--- src/ibtb_pkg.sv ---
package ibtb_pkg;

	// --------------------
	// field types

	// fetch or target address, low always-zero bit dropped
	typedef logic [37:0] pc38_t;

	// global history of indirect branch outcomes
	typedef logic [8:0] ibtb_gh_t;

	// address-space id, kept in full in every entry
	typedef logic [8:0] asid_t;

	// --------------------
	// controller states

	// IDLE normal operation, FLUSH walking the sets
	typedef enum logic {
		IDLE,
		FLUSH
	} ctrl_state_t;

	// --------------------
	// apb register map

	typedef enum logic [7:0] {
		REG_CTRL    = 8'h00, // bit 0 enable rw, bit 1 busy ro
		REG_FLUSH   = 8'h04, // any write starts a flush
		REG_HITS    = 8'h08, // hit counter, ro
		REG_UPDATES = 8'h0C  // accepted update counter, ro
	} apb_reg_t;

	// --------------------
	// default sizes

	// 32 sets by default
	localparam int DEF_INDEX_BITS = 5;

	// pc bits kept above the index
	localparam int DEF_TAG_BITS = 10;

	// statistics counter width
	localparam int CNT_BITS = 32;

endpackage

--- src/ibtb_ctrl.sv ---
`timescale 1ns/1ps

module ibtb_ctrl import ibtb_pkg::*; #(
	parameter int INDEX_BITS = DEF_INDEX_BITS
) (
	input logic CLK,
	input logic nRST,

	// apb slave
	input logic PSEL,
	input logic PENABLE,
	input logic PWRITE,
	input logic [7:0] PADDR,
	input logic [31:0] PWDATA,
	output logic [31:0] PRDATA,
	output logic PREADY,
	output logic PSLVERR,

	// events from the core path
	input logic read_hit,
	input logic update_valid,

	// core control
	output logic lookup_enable,
	output logic update_enable,
	output logic clear_valid,
	output logic [INDEX_BITS-1:0] clear_index
);

	// --------------------
	// apb decode

	logic access;
	logic wr_en;
	logic addr_ok;
	logic ro_reg;
	apb_reg_t reg_sel;

	// no wait states
	assign PREADY = 1'b1;

	assign access = PSEL && PENABLE;
	assign reg_sel = apb_reg_t'(PADDR);
	assign addr_ok = PADDR inside {REG_CTRL, REG_FLUSH, REG_HITS, REG_UPDATES};
	assign ro_reg = (reg_sel == REG_HITS) || (reg_sel == REG_UPDATES);

	// bad address or write to a counter
	assign PSLVERR = access && (!addr_ok || (PWRITE && ro_reg));

	// write lands at the edge ending the access phase
	assign wr_en = access && PWRITE && !PSLVERR;

	// --------------------
	// control and flush fsm

	ctrl_state_t state_q;
	logic enable_q;
	logic busy;
	logic [CNT_BITS-1:0] hit_cnt_q;
	logic [CNT_BITS-1:0] upd_cnt_q;

	assign busy = (state_q == FLUSH);

	always_ff @(posedge CLK or negedge nRST) begin
		if (!nRST) begin
			state_q <= IDLE;
			enable_q <= 1'b0;
			clear_index <= '0;
		end
		else begin
			if (wr_en && reg_sel == REG_CTRL)
				enable_q <= PWDATA[0];
			case (state_q)
				IDLE: begin
					// request while busy falls through to FLUSH arm
					if (wr_en && reg_sel == REG_FLUSH) begin
						state_q <= FLUSH;
						clear_index <= '0;
					end
				end
				FLUSH: begin
					// one set per cycle until the last set
					clear_index <= clear_index + 1'b1;
					if (clear_index == '1)
						state_q <= IDLE;
				end
				default: state_q <= IDLE;
			endcase
		end
	end

	assign clear_valid = busy;

	// core runs only when enabled and not flushing
	assign lookup_enable = enable_q && !busy;
	assign update_enable = enable_q && !busy;

	// --------------------
	// statistics

	// both counters stick at all ones
	always_ff @(posedge CLK or negedge nRST) begin
		if (!nRST) begin
			hit_cnt_q <= '0;
			upd_cnt_q <= '0;
		end
		else begin
			if (read_hit && hit_cnt_q != '1)
				hit_cnt_q <= hit_cnt_q + 1'b1;
			if (update_valid && update_enable && upd_cnt_q != '1)
				upd_cnt_q <= upd_cnt_q + 1'b1;
		end
	end

	// --------------------
	// read data

	always_comb begin
		PRDATA = '0;
		if (access && !PWRITE) begin
			case (reg_sel)
				REG_CTRL:    PRDATA = {30'b0, busy, enable_q};
				REG_HITS:    PRDATA = hit_cnt_q;
				REG_UPDATES: PRDATA = upd_cnt_q;
				default:     PRDATA = '0;
			endcase
		end
	end

	// --------------------
	// checks

	// access phase only after a setup phase
	a_penable_psel: assert property (@(posedge CLK) disable iff (!nRST)
		PENABLE |-> PSEL);

	// flush walk ends only after the last set was cleared
	a_flush_walk_end: assert property (@(posedge CLK) disable iff (!nRST)
		$fell(clear_valid) |-> $past(clear_index) == '1);

endmodule

--- config.mk ---
export PLATFORM = sky130hd
export DESIGN_NAME = ibtb_ctrl
export DESIGN_NICKNAME = d
export VERILOG_FILES = /design/src/ibtb_pkg.sv /design/src/ibtb_ctrl.sv
export SDC_FILE = /design/constraint.sdc
export NUM_CORES = 1
export LEC_CHECK = 0
export BUFFER_PORTS_ARGS = -buffer_cell sky130_fd_sc_hd__buf_2
export CAP_MARGIN = 20
export CORE_ASPECT_RATIO = 0.75
export CORE_MARGIN = 3
export CORE_UTILIZATION = 59
export DETAILED_ROUTE_END_ITERATION = 12
export PLACE_DENSITY_LB_ADDON = 0.05
export SLEW_MARGIN = 5
export SYNTH_ARGS = -nofsm -noshare
export SYNTH_HDL_FRONTEND = slang
export SYNTH_SLANG_ARGS = --single-unit
export TNS_END_PERCENT = 1
--- constraint.sdc ---
create_clock -name CLK -period 7 [get_ports CLK]
set_clock_uncertainty 0.15 [all_clocks]
set_input_delay 1.05 -clock CLK [delete_from_list [all_inputs] [get_ports CLK]]
set_output_delay 1.05 -clock CLK [all_outputs]
set_load 0.01 [all_outputs]
==> results.py <==
metrics = {
    "setup_path": {
        "timing.rr.start": "upd_cnt_q[0]",
        "rrSetupSlack_ns": 4.49,
        "cp_max_fo": 30,
        "r2r.worst_path.cells": 6,
        "critPathKind": "input port to output pin",
        "required_time_of_the_critical_path_ns": 5.80,
        "critical_path_arrival_ns": 2.94,
        "worstSetupStartpointType": "input port",
        "worst_setup_path_end_kind": "output pin",
        "regToRegEndpoint": "upd_cnt_q[1]",
    },
    "detailed_routing": {
        "drc_errors": 0,
        "routed_via_density": 6.00,
        "antenna_left": 0,
        "routed_wire_length_per_instance_um": 16.5,
        "via_count": 3299,
        "length_of_the_first_detailed_routing_pass_in_iterations": 7,
        "first_iter_violations": 201,
        "routed_wl_mm": 9.07,
    },
    "hold_path": {
        "whs_path_depth": 1,
        "worst_hold_path.endpoint": "upd_cnt_q[30]",
        "worst_min_path_class": "flip-flop to flip-flop",
        "holdCritStartpoint": "upd_cnt_q[30]",
    },
    "final_layout": {
        "finish.cell_count_without_fillers": 550,
        "fin_nets": 517,
        "layout-drive-gt1-share_pct": 17.7,
        "multi_input_comb_area_mm2": 0.00215,
        "growth_of_design_area_from_synthesis_to_finish_pct": 12.4,
        "final_core_util_pct": 69.9,
        "antenna_cells": 0,
        "final.fill_count": 515,
        "ff_latch_area_mm2": 0.00178,
    },
    "floorplan": {
        "initial_standard_cell_utilization_of_the_core_pct": 62.2,
        "core-area_mm2": 0.00644,
        "die_x_um": 101,
        "num_io_pins": 89,
        "fp.dieH_um": 77.4,
        "fp.dieArea_mm2": 0.00783,
        "num_rows": 25,
    },
    "yosys": {
        "postSynth.asyncResetShare_pct": 100,
        "synth_cell_type_count": 46,
        "synth_sequential_area_ratio_pct": 44.3,
        "synth_top_flop_cell": "dfrtp_1",
        "number_of_synthesized_flops_with_an_enable_pin": 0,
        "yosys_warnings": 0,
        "synth.cell_area_mm2": 0.00401,
        "synthCells": 411,
        "syn_area_per_cell_um2": 9.76,
        "postSynthNetCount": 462,
        "postSynthRegisterBits": 71,
    },
    "timing": {
        "finalHoldViolations": 0,
        "setup_tns_ns": 0,
        "tightest_slew_ns": 0.951,
        "timing.fmax_mhz": 241,
        "timing_max_transition_violations_final": 0,
        "fin_crit_ns": 4.14,
        "timing.slew.headroom_pct": 36.6,
        "post-route-period-util_pct": 59.2,
        "timing.final.ws_setup_ns": 2.86,
        "setup_viol": 0,
        "rsz0062_at_grt": "false",
    },
    "clock_network": {
        "cts_tree": "yes",
        "cts_buffer_depth": 2,
        "cts_made_buffers": 9,
        "ctsResizeCount": 0,
        "cts.repair_timing.setup_buffer_count": 0,
        "cts.root.buffer_cell": "clkbuf_8",
        "cts_hold_buffers": 0,
        "insertion_delay_to_the_later_sink_of_the_worst_skew_pair_ns": 0.35,
        "clock_tree.htree_level_count": 3,
        "path_clk_slew_ns": 0.06,
        "clock_sink_count": 71,
    },
    "global_route": {
        "antenna_found_initial": 0,
        "global_route.overflow_total": 0,
        "grt_start_max_net_pins": 72,
        "grt_pass1_vias": 3037,
        "global_route_wire_length_before_repair_mm": 15.2,
        "grt_use_total_pct": 24.8,
    },
    "placed_design": {
        "port_buffers": 56,
        "placedCellCount": 536,
        "gp_congestion": 0.884,
        "dp_hpwl_mm": 6.81,
        "placement.setup.worst_slack_ns": 2.89,
    },
    "power": {
        "irDropWorstVdd_mv": 0.159,
        "internal_power_summed_over_all_cells_uw": 641,
        "share_of_power_burned_in_registers_pct": 54.9,
        "totalPowerFinal_uw": 885,
        "combinational_share_of_power_pct": 13.4,
        "cellPowerDensity_mw_per_mm2": 197,
        "power.share.switching_pct": 27.7,
        "switchingPower_uw": 245,
        "leakagePower_uw": 0.00218,
        "pwr-share-clk_pct": 31.7,
    },
    "run": {
        "max_cap_violations": 0,
    },
    "outcome": {
        "status": "completed",
    },
}
synth_stat cells, types with 2 or more instances:
cell	count	share of area, %
xnor2_1	32	7.0
buf_1	2	0.19
ha_1	4	1.2
o21ai_0	5	0.62
mux2i_1	30	7.5
a22oi_1	2	0.37
a22o_1	2	0.44
nand3_1	28	3.5
mux2_1	2	0.56
and4_1	12	2.6
xor2_1	28	6.1
inv_1	7	0.66
dfrtp_1	71	44
nand2_1	26	2.4
nor4_1	6	0.94
nor2_1	59	5.5
a21oi_1	2	0.25
buf_4	2	0.37
nor2b_1	2	0.31
or2_2	2	0.31
a31oi_1	3	0.47
nor4_2	2	0.62
o2111ai_1	2	0.44
nor4b_1	3	0.66
nor3_2	2	0.50
mux2_2	4	1.1
and2_1	3	0.47
nand4_1	23	3.6
nor3_1	13	1.6
and3_1	9	1.4
clkbuf_1	8	0.75
how the worst max path moves through the flow:
stage | from | end | cells after the start
global route | PADDR[1] | PRDATA[9] | 7
CTS | PADDR[1] | PRDATA[9] | 7
detailed placement | PADDR[1] | PRDATA[9] | 7
floorplan | PADDR[2] | PRDATA[10] | 4
finish | PADDR[1] | PRDATA[9] | 7
global placement | PADDR[1] | PRDATA[9] | 7
state kept, by name (all words and copies together), names as in the netlist:
| name | count |
|---|---|
| upd_cnt_q | 32 |
| clear_valid | 1 |
| clear_index | 5 |
| hit_cnt_q | 32 |
| enable_q | 1 |
worst max-delay path, cell delays in order:
cell and delay (ns):
buf_2 0.09, nor4_1 0.47, nand3_1 0.18, nor2_1 0.11, nand2_1 0.53, nor2_1 0.33
buf_2 0.17
layout make-up:
| cell class | count | area share [%] |
|---|---|---|
| timing repair buffer | 57 | 6.39 |
| clock inverter | 1 | 0.111 |
| tap | 81 | 2.25 |
| sequential | 71 | 39.4 |
| multi-input combinational | 320 | 47.7 |
| clock buffer | 13 | 3.53 |
| inverter | 7 | 0.583 |
metrics by stage:
step                      hold slack [ns]  cell area [um2]
after floorplan                     0.305             4010
after global placement              0.344             4340
after detailed placement            0.350             4340
after CTS                           0.360             4510
after global routing                0.369             4510
final                               0.362             4510
routing by layer:
metal | track usage, % | up-vias | routed length, um
li1 | - | 1574 | -
met1 | 38.3 | 1611 | 4430
met2 | 35.1 | 102 | 4040
met3 | 5.84 | 12 | 508
met4 | 6.64 | 0 | 91
met5 | 0 | - | 0
power by group through the flow:
stage	clock [uW]	sequential (uW)	combinational [uW]
6_report	281	486	118
3_5_place_dp	0	494	119
4_1_cts	293	486	120
2_1_floorplan	0	490	73.4
5_1_grt	312	493	135
3_3_place_gp	0	492	116
cell usage in the layout (no fill, tap or decap), drive strengths merged, types with 4 or more instances in the layout:
cell    instances
dfrtp          71
nor2           59
buf            57
xnor2          32
mux2i          30
nand3          29
xor2           28
nand2          26
nand4          24
nor3           15
clkbuf         13
and4           12
and3            9
nor4            8
inv             7
mux2            6
o21ai           5
ha              4
cells by family after synthesis:
group | after synthesis | share of synthesized area (%)
buffers and inverters | 20 | 2.09
XOR/XNOR | 60 | 13.1
flip-flops | 71 | 44.3
AO/OA/AOI/OAI | 21 | 3.78
other | 1 | 0.0935
multiplexers | 36 | 9.17
AND/OR/NAND/NOR | 198 | 26.2
adder cells (fa/ha/maj) | 4 | 1.25
Note: power is estimated with default switching activity, not from simulation.
